[config.mk]
export PLATFORM = sky130hd
export DESIGN_NAME = soc_bus_fabric
export DESIGN_NICKNAME = d
export VERILOG_FILES = /design/src/source/soc_bus_pkg.sv /design/src/source/bus_decoder.sv /design/src/source/master_return.sv /design/src/source/reset_debounce.sv /design/src/source/slave_access.sv /design/src/source/soc_bus_fabric.sv
export SDC_FILE = /design/constraint.sdc
export NUM_CORES = 1
export LEC_CHECK = 0
export BUFFER_PORTS_ARGS = -buffer_cell sky130_fd_sc_hd__buf_2
export CORE_UTILIZATION = 44
export DETAILED_ROUTE_END_ITERATION = 7
export PLACE_DENSITY = 0.81
export SLEW_MARGIN = 20
export SYNTH_ARGS = -nofsm -noshare
export SYNTH_HDL_FRONTEND = slang
export SYNTH_HIERARCHICAL = 1
export SYNTH_SLANG_ARGS = --single-unit
[constraint.sdc]
create_clock -name clk -period 4.7 [get_ports clk]
set_clock_uncertainty 0.05 [all_clocks]
set_input_delay 0.47 -clock clk [delete_from_list [all_inputs] [get_ports clk]]
set_output_delay 0.47 -clock clk [all_outputs]
set_load 0.005 [all_outputs]
[src/source/soc_bus_pkg.sv]
package soc_bus_pkg;

  ////////////////////
  // Bus widths
  ////////////////////
  localparam int DATA_W     = 16;
  localparam int ADR_W      = 19;         // Word address, byte address bits 19 to 1
  localparam int SEL_W      = 2;
  localparam int WIN_W      = ADR_W + 1;  // Tag plus word address
  localparam int NUM_SLAVES = 9;
  localparam int SLOT_W     = 4;
  localparam int IID_W      = 3;

  ////////////////////
  // Slot numbers
  ////////////////////
  // Decode priority follows the numbering
  localparam logic [SLOT_W-1:0] SLOT_ROM     = 4'd0;
  localparam logic [SLOT_W-1:0] SLOT_VGA     = 4'd1;
  localparam logic [SLOT_W-1:0] SLOT_UART    = 4'd2;
  localparam logic [SLOT_W-1:0] SLOT_KEYB    = 4'd3;
  localparam logic [SLOT_W-1:0] SLOT_AUDIO   = 4'd4;   // Speaker half of port 61h
  localparam logic [SLOT_W-1:0] SLOT_TIMER   = 4'd5;
  localparam logic [SLOT_W-1:0] SLOT_SD      = 4'd6;
  localparam logic [SLOT_W-1:0] SLOT_GPIO    = 4'd7;
  localparam logic [SLOT_W-1:0] SLOT_RAM     = 4'd8;
  localparam logic [SLOT_W-1:0] SLOT_DEFAULT = 4'd9;   // Internal, no cyc line

  ////////////////////
  // Decode windows
  ////////////////////
  // Word layout is {tag, adr[19:1]}, tag high for IO
  // IO windows ignore adr[19:16]
  localparam logic [WIN_W-1:0] ROM_ADDR     = 20'h7FF80;  // mem 0xFFF00 - 0xFFFFF
  localparam logic [WIN_W-1:0] ROM_MASK     = 20'hFFF80;
  localparam logic [WIN_W-1:0] VGA_MEM_ADDR = 20'h50000;  // mem 0xA0000 - 0xBFFFF
  localparam logic [WIN_W-1:0] VGA_MEM_MASK = 20'hF0000;
  localparam logic [WIN_W-1:0] VGA_IO_ADDR  = 20'h801E0;  // io 0x3C0 - 0x3DF
  localparam logic [WIN_W-1:0] VGA_IO_MASK  = 20'h87FF0;
  localparam logic [WIN_W-1:0] UART_ADDR    = 20'h801FC;  // io 0x3F8 - 0x3FF
  localparam logic [WIN_W-1:0] UART_MASK    = 20'h87FFC;
  localparam logic [WIN_W-1:0] KEYB_ADDR    = 20'h80030;  // io 0x60 - 0x67
  localparam logic [WIN_W-1:0] KEYB_MASK    = 20'h87FFC;
  localparam logic [WIN_W-1:0] TIMER_ADDR   = 20'h80020;  // io 0x40 - 0x43
  localparam logic [WIN_W-1:0] TIMER_MASK   = 20'h87FFE;
  localparam logic [WIN_W-1:0] SD_ADDR      = 20'h80080;  // io 0x100 - 0x101
  localparam logic [WIN_W-1:0] SD_MASK      = 20'h87FFF;
  localparam logic [WIN_W-1:0] GPIO_ADDR    = 20'h87880;  // io 0xF100 - 0xF103
  localparam logic [WIN_W-1:0] GPIO_MASK    = 20'h87FFE;
  localparam logic [WIN_W-1:0] RAM_ADDR     = 20'h00000;  // Whole memory space
  localparam logic [WIN_W-1:0] RAM_MASK     = 20'h80000;

  ////////////////////
  // Reset hold
  ////////////////////
  localparam int                   RST_CNT_W       = 8;
  localparam logic [RST_CNT_W-1:0] RST_HOLD_CYCLES = 8'd255;

  ////////////////////
  // Acknowledge vectors
  ////////////////////
  localparam logic [DATA_W-1:0] NMI_VECTOR      = 16'h0002;
  localparam logic [DATA_W-1:0] INT_VECTOR_BASE = 16'h0008;  // iid goes in bits 2:0

  // One request word, seen as memory or as IO port
  typedef union packed {
    struct packed {
      logic             tag;
      logic [ADR_W-1:0] wadr;
    } mem;
    struct packed {
      logic        tag;
      logic [3:0]  pad;    // adr[19:16], not decoded for IO
      logic [14:0] port;   // Port bits 15 to 1
    } io;
  } bus_addr_u;

endpackage
[src/source/bus_decoder.sv]
`timescale 1ns/1ns

module bus_decoder (
  input  logic                             clk,
  input  logic                             sys_rst_i,
  input  logic                             m_cyc_i,
  input  logic                             m_stb_i,
  input  logic                             m_tga_i,
  input  logic [soc_bus_pkg::ADR_W-1:0]    m_adr_i,
  input  logic                             m_we_i,
  input  logic [soc_bus_pkg::SEL_W-1:0]    m_sel_i,
  input  logic [soc_bus_pkg::DATA_W-1:0]   m_dat_i,
  input  logic                             m_ack_i,
  output logic                             req_valid_o,
  output logic [soc_bus_pkg::SLOT_W-1:0]   slot_o,
  output logic [soc_bus_pkg::ADR_W-1:0]    s_adr_o,
  output logic                             s_tga_o,
  output logic                             s_we_o,
  output logic [soc_bus_pkg::SEL_W-1:0]    s_sel_o,
  output logic [soc_bus_pkg::DATA_W-1:0]   s_dat_o
);

  soc_bus_pkg::bus_addr_u          req_addr;
  logic [soc_bus_pkg::SLOT_W-1:0]  dec_slot;
  logic                            req_take;

  function automatic logic win_hit(
    input soc_bus_pkg::bus_addr_u           a,
    input logic [soc_bus_pkg::WIN_W-1:0]    base,
    input logic [soc_bus_pkg::WIN_W-1:0]    mask
  );
    return (a & mask) == base;
  endfunction

  always_comb begin
    req_addr.mem.tag  = m_tga_i;
    req_addr.mem.wadr = m_adr_i;
  end

  ////////////////////
  // Window match, first hit wins
  ////////////////////
  always_comb begin
    if (win_hit(req_addr, soc_bus_pkg::ROM_ADDR, soc_bus_pkg::ROM_MASK)) begin
      dec_slot = soc_bus_pkg::SLOT_ROM;   // Must beat RAM
    end else if (win_hit(req_addr, soc_bus_pkg::VGA_MEM_ADDR, soc_bus_pkg::VGA_MEM_MASK) ||
                 win_hit(req_addr, soc_bus_pkg::VGA_IO_ADDR, soc_bus_pkg::VGA_IO_MASK)) begin
      dec_slot = soc_bus_pkg::SLOT_VGA;
    end else if (win_hit(req_addr, soc_bus_pkg::UART_ADDR, soc_bus_pkg::UART_MASK)) begin
      dec_slot = soc_bus_pkg::SLOT_UART;
    end else if (win_hit(req_addr, soc_bus_pkg::KEYB_ADDR, soc_bus_pkg::KEYB_MASK)) begin
      // Offset 0 high byte is port 61h, the speaker control
      if (req_addr.io.port[1:0] == 2'b00 && m_sel_i[1]) begin
        dec_slot = soc_bus_pkg::SLOT_AUDIO;
      end else begin
        dec_slot = soc_bus_pkg::SLOT_KEYB;
      end
    end else if (win_hit(req_addr, soc_bus_pkg::TIMER_ADDR, soc_bus_pkg::TIMER_MASK)) begin
      dec_slot = soc_bus_pkg::SLOT_TIMER;
    end else if (win_hit(req_addr, soc_bus_pkg::SD_ADDR, soc_bus_pkg::SD_MASK)) begin
      dec_slot = soc_bus_pkg::SLOT_SD;
    end else if (win_hit(req_addr, soc_bus_pkg::GPIO_ADDR, soc_bus_pkg::GPIO_MASK)) begin
      dec_slot = soc_bus_pkg::SLOT_GPIO;
    end else if (win_hit(req_addr, soc_bus_pkg::RAM_ADDR, soc_bus_pkg::RAM_MASK)) begin
      dec_slot = soc_bus_pkg::SLOT_RAM;
    end else begin
      dec_slot = soc_bus_pkg::SLOT_DEFAULT;  // Unmapped IO
    end
  end

  // Only idle, and not in the master's ack cycle
  assign req_take = m_cyc_i && m_stb_i && !m_ack_i && !req_valid_o;

  ////////////////////
  // Request stage
  ////////////////////
  always_ff @(posedge clk) begin
    if (sys_rst_i) begin
      req_valid_o <= 1'b0;
    end else if (req_take) begin
      req_valid_o <= 1'b1;
    end else if (m_ack_i) begin
      req_valid_o <= 1'b0;   // Done once the master has seen its ack
    end
  end

  always_ff @(posedge clk) begin
    if (req_take) begin
      slot_o  <= dec_slot;
      s_adr_o <= m_adr_i;
      s_tga_o <= m_tga_i;
      s_we_o  <= m_we_i;
      s_sel_o <= m_sel_i;
      s_dat_o <= m_dat_i;
    end
  end

endmodule

[src/source/master_return.sv]
`timescale 1ns/1ns

module master_return (
  input  logic                            clk,
  input  logic                            sys_rst_i,
  input  logic                            hit_i,
  input  logic [soc_bus_pkg::DATA_W-1:0]  hit_dat_i,
  input  logic                            inta_i,
  input  logic                            nmia_i,
  input  logic [soc_bus_pkg::IID_W-1:0]   iid_i,
  output logic                            m_ack_o,
  output logic [soc_bus_pkg::DATA_W-1:0]  m_dat_o
);

  logic [soc_bus_pkg::DATA_W-1:0] dat_q;
  logic [soc_bus_pkg::DATA_W-1:0] int_vec;

  // hit_i is a single-cycle pulse, so is the ack
  always_ff @(posedge clk) begin
    if (sys_rst_i) begin
      m_ack_o <= 1'b0;
    end else begin
      m_ack_o <= hit_i;
    end
  end

  always_ff @(posedge clk) begin
    if (hit_i) begin
      dat_q <= hit_dat_i;   // Held until the next hit
    end
  end

  assign int_vec = soc_bus_pkg::INT_VECTOR_BASE +
                   {{(soc_bus_pkg::DATA_W - soc_bus_pkg::IID_W){1'b0}}, iid_i};

  ////////////////////
  // Vector override
  ////////////////////
  // NMI acknowledge takes precedence over INTA
  always_comb begin
    if (nmia_i) begin
      m_dat_o = soc_bus_pkg::NMI_VECTOR;
    end else if (inta_i) begin
      m_dat_o = int_vec;
    end else begin
      m_dat_o = dat_q;
    end
  end

endmodule

[src/source/reset_debounce.sv]
`timescale 1ns/1ns

module reset_debounce (
  input  logic clk,
  input  logic rst_lck,
  input  logic soft_rst_i,
  output logic sys_rst_o
);

  logic [soc_bus_pkg::RST_CNT_W-1:0] hold_cnt;
  logic                              rst_req;

  // Board reset is active low, soft reset from the keyboard controller
  assign rst_req = !rst_lck || soft_rst_i;

  // Hold counter, reloads for as long as either source is active
  always_ff @(posedge clk) begin
    if (rst_req) begin
      hold_cnt <= soc_bus_pkg::RST_HOLD_CYCLES;
    end else if (hold_cnt != '0) begin
      hold_cnt <= hold_cnt - 1'b1;
    end
  end

  // Released on the edge that sees the counter at zero
  always_ff @(posedge clk) begin
    if (rst_req) begin
      sys_rst_o <= 1'b1;
    end else begin
      sys_rst_o <= hold_cnt != '0;
    end
  end

endmodule

[src/source/slave_access.sv]
`timescale 1ns/1ns

module slave_access (
  input  logic                                                   clk,
  input  logic                                                   sys_rst_i,
  input  logic                                                   req_valid_i,
  input  logic [soc_bus_pkg::SLOT_W-1:0]                         slot_i,
  input  logic [soc_bus_pkg::NUM_SLAVES-1:0]                     s_ack_i,
  input  logic [soc_bus_pkg::NUM_SLAVES-1:0][soc_bus_pkg::DATA_W-1:0] s_dat_i,
  output logic [soc_bus_pkg::NUM_SLAVES-1:0]                     s_cyc_o,
  output logic                                                   s_stb_o,
  output logic                                                   hit_o,
  output logic [soc_bus_pkg::DATA_W-1:0]                         hit_dat_o
);

  logic                            acked;
  logic                            dflt_sel;
  logic                            slave_ack;
  logic [soc_bus_pkg::DATA_W-1:0]  sel_dat;
  logic [soc_bus_pkg::DATA_W-1:0]  keyb_dat;
  logic [soc_bus_pkg::DATA_W-1:0]  aud_dat;

  ////////////////////
  // Strobes
  ////////////////////
  // One-hot cycle line, held until the request stage lets go
  always_comb begin
    for (int i = 0; i < soc_bus_pkg::NUM_SLAVES; i++) begin
      s_cyc_o[i] = req_valid_i && (int'(slot_i) == i);
    end
  end

  assign s_stb_o   = req_valid_i && !acked;
  assign dflt_sel  = slot_i == soc_bus_pkg::SLOT_DEFAULT;
  assign slave_ack = |(s_ack_i & s_cyc_o);   // Only the addressed slave counts

  // Default slave answers in its first cycle
  assign hit_o = s_stb_o && (dflt_sel || slave_ack);

  // Keeps stb low between the ack and the end of the request
  always_ff @(posedge clk) begin
    if (sys_rst_i || !req_valid_i) begin
      acked <= 1'b0;
    end else if (hit_o) begin
      acked <= 1'b1;
    end
  end

  ////////////////////
  // Read data select
  ////////////////////
  always_comb begin
    sel_dat = '0;
    for (int i = 0; i < soc_bus_pkg::NUM_SLAVES; i++) begin
      if (int'(slot_i) == i) begin
        sel_dat = s_dat_i[i];
      end
    end
  end

  assign keyb_dat = s_dat_i[soc_bus_pkg::SLOT_KEYB];
  assign aud_dat  = s_dat_i[soc_bus_pkg::SLOT_AUDIO];

  // Keyboard port shares its low byte, high byte from whoever was addressed
  always_comb begin
    case (slot_i)
      soc_bus_pkg::SLOT_KEYB: begin
        hit_dat_o = {keyb_dat[15:8], keyb_dat[7:0]};
      end
      soc_bus_pkg::SLOT_AUDIO: begin
        hit_dat_o = {aud_dat[15:8], keyb_dat[7:0]};
      end
      soc_bus_pkg::SLOT_DEFAULT: begin
        hit_dat_o = '0;
      end
      default: begin
        hit_dat_o = sel_dat;
      end
    endcase
  end

endmodule

[src/source/soc_bus_fabric.sv]
`timescale 1ns/1ns

module soc_bus_fabric (
  input  logic                                                   clk,
  input  logic                                                   rst_lck,
  input  logic                                                   soft_rst_i,
  output logic                                                   sys_rst_o,

  // Master side
  input  logic                                                   m_cyc_i,
  input  logic                                                   m_stb_i,
  input  logic                                                   m_tga_i,
  input  logic [soc_bus_pkg::ADR_W-1:0]                          m_adr_i,
  input  logic                                                   m_we_i,
  input  logic [soc_bus_pkg::SEL_W-1:0]                          m_sel_i,
  input  logic [soc_bus_pkg::DATA_W-1:0]                         m_dat_i,
  input  logic                                                   inta_i,
  input  logic                                                   nmia_i,
  input  logic [soc_bus_pkg::IID_W-1:0]                          iid_i,
  output logic                                                   m_ack_o,
  output logic [soc_bus_pkg::DATA_W-1:0]                         m_dat_o,

  // Slave side
  output logic [soc_bus_pkg::ADR_W-1:0]                          s_adr_o,
  output logic                                                   s_tga_o,
  output logic                                                   s_we_o,
  output logic [soc_bus_pkg::SEL_W-1:0]                          s_sel_o,
  output logic [soc_bus_pkg::DATA_W-1:0]                         s_dat_o,
  output logic                                                   s_stb_o,
  output logic [soc_bus_pkg::NUM_SLAVES-1:0]                     s_cyc_o,
  input  logic [soc_bus_pkg::NUM_SLAVES-1:0]                     s_ack_i,
  input  logic [soc_bus_pkg::NUM_SLAVES-1:0][soc_bus_pkg::DATA_W-1:0] s_dat_i
);

  logic                            req_valid;
  logic [soc_bus_pkg::SLOT_W-1:0]  slot;
  logic                            hit;
  logic [soc_bus_pkg::DATA_W-1:0]  hit_dat;

  reset_debounce u_reset_debounce (
    .clk        (clk),
    .rst_lck    (rst_lck),
    .soft_rst_i (soft_rst_i),
    .sys_rst_o  (sys_rst_o)
  );

  // Request stage
  bus_decoder u_bus_decoder (
    .clk         (clk),
    .sys_rst_i   (sys_rst_o),
    .m_cyc_i     (m_cyc_i),
    .m_stb_i     (m_stb_i),
    .m_tga_i     (m_tga_i),
    .m_adr_i     (m_adr_i),
    .m_we_i      (m_we_i),
    .m_sel_i     (m_sel_i),
    .m_dat_i     (m_dat_i),
    .m_ack_i     (m_ack_o),     // Ends the request
    .req_valid_o (req_valid),
    .slot_o      (slot),
    .s_adr_o     (s_adr_o),
    .s_tga_o     (s_tga_o),
    .s_we_o      (s_we_o),
    .s_sel_o     (s_sel_o),
    .s_dat_o     (s_dat_o)
  );

  // Slave access stage
  slave_access u_slave_access (
    .clk         (clk),
    .sys_rst_i   (sys_rst_o),
    .req_valid_i (req_valid),
    .slot_i      (slot),
    .s_ack_i     (s_ack_i),
    .s_dat_i     (s_dat_i),
    .s_cyc_o     (s_cyc_o),
    .s_stb_o     (s_stb_o),
    .hit_o       (hit),
    .hit_dat_o   (hit_dat)
  );

  // Master return stage
  master_return u_master_return (
    .clk       (clk),
    .sys_rst_i (sys_rst_o),
    .hit_i     (hit),
    .hit_dat_i (hit_dat),
    .inta_i    (inta_i),
    .nmia_i    (nmia_i),
    .iid_i     (iid_i),
    .m_ack_o   (m_ack_o),
    .m_dat_o   (m_dat_o)
  );

endmodule

# Word-level counts from Yosys, hierarchy flattened
# Cells that the tools add are included.
[word_totals]
regBits = 71
wordCells = 89
inputBits = 202
[classes]
n_bitwise = 1
muxes = 22
addsub = 2
n_eq_ne = 19
n_reduce_logical = 31
[ops]
columns = ["op", "n"]
rows = [
  ["$mux 16", 11],
  ["$pmux 16 s3", 1],
  ["$eq 15x15->1 const B", 2],
  ["$eq 14x14->1 const B", 2],
  ["$eq 4x4->1 const B", 6],
  ["$logic_not 20->1", 1],
  ["$eq 16x16->1 const B", 1],
  ["$eq 4x3->1 const B", 4],
  ["$mux 4", 4],
  ["$logic_and 1x1->1", 15],
  ["$eq 13x12->1 const B", 1],
  ["$eq 12x12->1 const B", 1],
  ["$and 9x9->9", 1],
  ["$reduce_or 9->1", 1],
  ["$eq 4x2->1 const B", 2],
  ["$reduce_bool 8->1", 1],
  ["$sub 8x1->8 const B", 1],
  ["$add 4x3->5 const A", 1],
  ["$logic_not 1->1", 4],
  ["$logic_not 4->1", 1],
  ["$logic_or 1x1->1", 4],
  ["$mux 1", 4],
  ["$mux 3", 1],
  ["$reduce_or 3->1", 1],
  ["other kinds (4)", 4],
]

# Depth between registers and ports, before layout
[depth]
ltp_word = 11
mapped_depth = 8
depth_no_buf = 5

# By module
# The synthesis kept the hierarchy.
[modules_own_cells]
columns = ["mod", "instances", "seq_area_each_um2", "cells_each", "area_per_inst_um2"]
rows = [
  ["slave_access", 1, 20.0, 266, 1849.3],
  ["bus_decoder", 1, 1311.3, 83, 1581.5],
  ["master_return", 1, 500.5, 41, 665.6],
  ["reset_debounce", 1, 180.2, 48, 425.4],
]

# Worst setup path before layout
# Ideal clock, no wire load.
[synth_timing]
path_type = "input-to-reg"
start = "input port m_cyc_i"
end = "register u_bus_decoder/s_adr_o[0] (netlist name) (enable)"
cell_stages = 2
required_time_ps = 4153
arrival_time_ps = 3449
path_slack_ps = 704
setup_ps = 497
cell_sequence = "nand2_1 nor3_1"
[synth_between]
elab_chain_len = 3
[synth_lines]
columns = ["item", "line_no", "text"]
rows = [
  ["start: declaration", "soc_bus_fabric.sv:10", "input logic m_cyc_i,"],
  ["$logic_and 1x1->1 (3 in a row)", "bus_decoder.sv:72", "assign req_take = m_cyc_i && m_stb_i && !m_ack_i && !req_valid_o;"],
  ["via u_bus_decoder.req_take", "bus_decoder.sv:25", "logic req_take;"],
  ["end signal: assignment", "bus_decoder.sv:90", "s_adr_o <= m_adr_i;"],
  ["end: declaration", "bus_decoder.sv:16", "output logic [soc_bus_pkg::ADR_W-1:0] s_adr_o,"],
]
# The timed path passes the listed nets, and every way through them passes these cells.
# A chain may end at the register's enable or synchronous reset.

# Worst setup path in the final report
[layout_timing]
start = "register u_bus_decoder/slot_o[3] (netlist name)"
end = "register u_master_return/dat_q[1] (netlist name) (enable)"
[layout_between]
elab_chain_len = 6
word_cells_on_any_way = 23
cone_classes = "9 x eq/ne; 1 x bitwise; 13 x reduce/logical"
[layout_lines]
columns = ["item", "line_no", "text"]
rows = [
  ["start: declaration", "bus_decoder.sv:15", "output logic [soc_bus_pkg::SLOT_W-1:0] slot_o,"],
  ["start signal: assignment", "bus_decoder.sv:89", "slot_o <= dec_slot;"],
  ["$eq 4x2->1 (tied with other cells)", "slave_access.sv:29", "s_cyc_o[i] = req_valid_i && (int'(slot_i) == i);"],
  ["$logic_and 1x1->1", "slave_access.sv:29", ""],
  ["$and 9x9->9", "slave_access.sv:35", "assign slave_ack = |(s_ack_i & s_cyc_o);"],
  ["$reduce_or 9->1", "slave_access.sv:35", ""],
  ["$logic_or 1x1->1 *", "slave_access.sv:38", "assign hit_o = s_stb_o && (dflt_sel || slave_ack);"],
  ["$logic_and 1x1->1 *", "slave_access.sv:38", ""],
  ["via hit", "soc_bus_fabric.sv:37", "logic hit;"],
  ["end signal: assignment", "master_return.sv:29", "dat_q <= hit_dat_i;"],
  ["end: declaration", "master_return.sv:15", "logic [soc_bus_pkg::DATA_W-1:0] dat_q;"],
]
# The timed path passes the listed nets; every way through them passes the cells marked *.

==> reports/results.ini <==
[status]
status=completed

[critical_path]
start_kind=register
r2r-start=u_bus_decoder/slot_o[3]
slowest_delay_ns=0.79
cpMaxStageDelayCell=a21boi_2
crit_type=reg2reg
cp.arrival_ns=3.00
timing.critical_path.from=u_bus_decoder/slot_o[3]
crit_chain=nor2b_1 -> a221o_1 -> nand3_1 -> a21boi_2
cp_top_family=compound AO/OA/AOI/OAI gates
critPathCaptureType=register
path_max_fanout=25
required_ns=4.62
worst-path-buf-inv=0

[place]
dpl.hpwl_mm=11.79
port-buffer-count=268
place.gp.congestion=0.9459
placed_area_sq_um=5871

[floorplanning]
initial_core_util_pct=45.84
core_sq_um=9864
io_pins=269
dieArea_sq_um=10690
dieWidth_um=103.4
rows=36
die_h_um=103.4

[logic_synthesis]
synth_cell_types=70
synth.avg_cell_area_sq_um=10.32
ys.flop_type=edfxtp_1
synth_top_cell_by_area=edfxtp_1
synth_edf_count=59
ys_async_sr_fraction_pct=0
synth_top_area_share_pct=39.18
yosysSeqAreaShare_pct=44.49
syn_inst=438
syn_nets=642
synth_area_leaders=edfxtp_1, dfxtp_1, mux2i_1, nor2_1, a22oi_1
ys_warn_count=6
syn-cell-area_sq_um=4522
ys_seq_elements=71

[finish]
finish.instance_area_sq_um=6097
area.sequential_sq_um=2012
layout-drive-gt1-share_pct=44.96
multi_input_area_sq_um=2268
area_growth_pct=34.84
num-fill-cells=862
final_nets=893

[clock_network]
clock-sinks=71
cts_buffer_depth=2
h-tree-depth=3
cts-root-buf=clkbuf_8
cts_hold_buf=0
clock_latency_ns=0.35
ctsResizeCount=0
post_cts.repair.setup_buffers=0
clk_pin_slew_ns=0.08
numCtsBuffers=9
cts_tree=yes

[sta]
timing.final.crit_share_pct=65.70
slew_headroom_pct=30.99
max_freq_mhz=323.9
period_minus_slack_ns=3.088
hold_slack_ns=0.2441
final-setup-viol-count=0
rsz0062_at_grt=no
final_max_slew_viol_count=0
setup-tns-final_ns=0
hold_viol=0
tightest_slew_ns=1.031

[min_path]
hp-class=in2reg
worstHoldStart=m_dat_i[13]

[power]
clock_power_share_pct=36.3
power_leakage_nw=2.642
power_density_nw_per_um2=250.1
switching_share_pct=25.60
combPwrFrac_pct=17.0
ir_drop_mv=0.1900
p_seq_share_pct=46.7
p_int_w=0.001134
p_switching_w=0.0003902

[detailed_routing]
drt.antenna.violating_nets=0
drc=0
num_vias=4778
viasPerCell=5.764
firstDrtPassIters=6
drtIter0Drc=262
drt-total-wl_mm=15.28
wl_per_cell_um=18.43

[grt]
grt-ovfl-total=0
grt_pass1_wl_mm=21.87
antenna_found_initial=2
grt_max_degree=40
groute.usage.overall_pct=27.57
grt_pass1_vias=4489

[job]
drv_cap=0

[kinds of logic after synthesis]
group	Yosys count	share of synthesized area, %
multiplexers	26	5.977
adder cells (fa/ha/maj)	2	0.5533
flip-flops	71	44.49
AND/OR/NAND/NOR	161	21.28
AO/OA/AOI/OAI	131	21.58
XOR/XNOR	3	0.5812
buffers and inverters	44	5.534
[layout make-up]
type	instances	share of cell area [%]
Clock inverter	6	1.539
Clock buffer	10	2.093
Inverter	10	0.6156
Timing Repair Buffer	274	22.74
Sequential cell	71	33.00
Multi-Input combinational cell	323	37.21
Tap cell	133	2.729
Antenna cell	2	0.08208
[Yosys cell counts, types with 11 or more instances]
cell	instances
a21oi_1	20
a2bb2oi_1	11
o2bb2ai_1	11
nand2b_1	14
buf_2	13
nand2_1	26
mux2i_1	18
dfxtp_1	12
a22oi_1	14
nor2_1	31
edfxtp_1	59
and2_1	12
[registers in the layout, indices dropped and copies added, names as in the netlist, 2 cells and up]
signal and count:
u_bus_decoder/s_adr_o 19, u_bus_decoder/s_dat_o 16, u_master_return/dat_q 16, u_reset_debounce/hold_cnt 8, u_bus_decoder/slot_o 4, u_bus_decoder/s_sel_o 2
[per-stage QoR]
step / worst slack, ns / total power, W / cells / util, %
final: 1.612 / 0.001525 / 829 / 61.81
after global routing: 1.363 / 0.001582 / 828 / 61.78
after CTS: 1.621 / 0.001531 / 827 / 61.76
after floorplan: 0.7040 / 0.0008475 / 438 / -
after global placement: 1.831 / 0.0009738 / 811 / 59.51
after detailed placement: 1.600 / 0.0009815 / 811 / 59.51
[worst register-to-register path: stages, from the launching register on]
cell      delay, ns
edfxtp_1       0.72
nor2b_1        0.77
a221o_1        0.27
nand3_1        0.11
a21boi_2       0.79
[power groups by stage]
stage | logic [W] | registers, W | clock network (W)
floorplan | 0.000124 | 0.000724 | 0
global placement | 0.000249 | 0.000725 | 0
detailed placement | 0.000255 | 0.000726 | 0
CTS | 0.000257 | 0.000712 | 0.000563
global route | 0.000279 | 0.000714 | 0.000589
finish | 0.000259 | 0.000712 | 0.000554
[worst paths after layout]
kind                                    end  slack, ns  cells after the start
setup / recovery   u_master_return/dat_q[1]       1.61                      4
hold reg to reg        u_slave_access/acked       0.43                      2
setup reg to reg   u_master_return/dat_q[1]       1.61                      4
hold / removal    u_bus_decoder/s_dat_o[13]       0.24                      1
[layout by cell type, fill, tap and decap left out, types with 5 or more instances in the layout]
cell type and count:
edfxtp_1 59, a2bb2oi_1 11, nand3_1 7, nor2_1 31, nor2b_1 9, clkbuf_8 9
o22ai_1 7, mux2_2 8, a221oi_1 7, inv_1 10, a22oi_1 14, mux2i_1 18
nor3_1 9, nor3b_1 5, buf_4 6, nand2b_1 14, nand2_1 26, dfxtp_1 12
o2bb2ai_1 11, o221ai_1 9, buf_2 268, o21ai_0 9, nor4_1 5, o211ai_1 10
and2_1 12, a21oi_1 20, and3b_1 5
[layer usage]
layer / part of all wire (%) / GRT usage [%] / up-vias / wire length [um]
li1: - / - / 2219 / -
met1: 37 / 29.87 / 2219 / 5582
met2: 50 / 50.69 / 299 / 7687
met3: 11 / 8.333 / 39 / 1682
met4: 2.1 / 9.859 / 2 / 315
met5: 0.085 / 0 / - / 13
(Power assumes the default switching activity.)
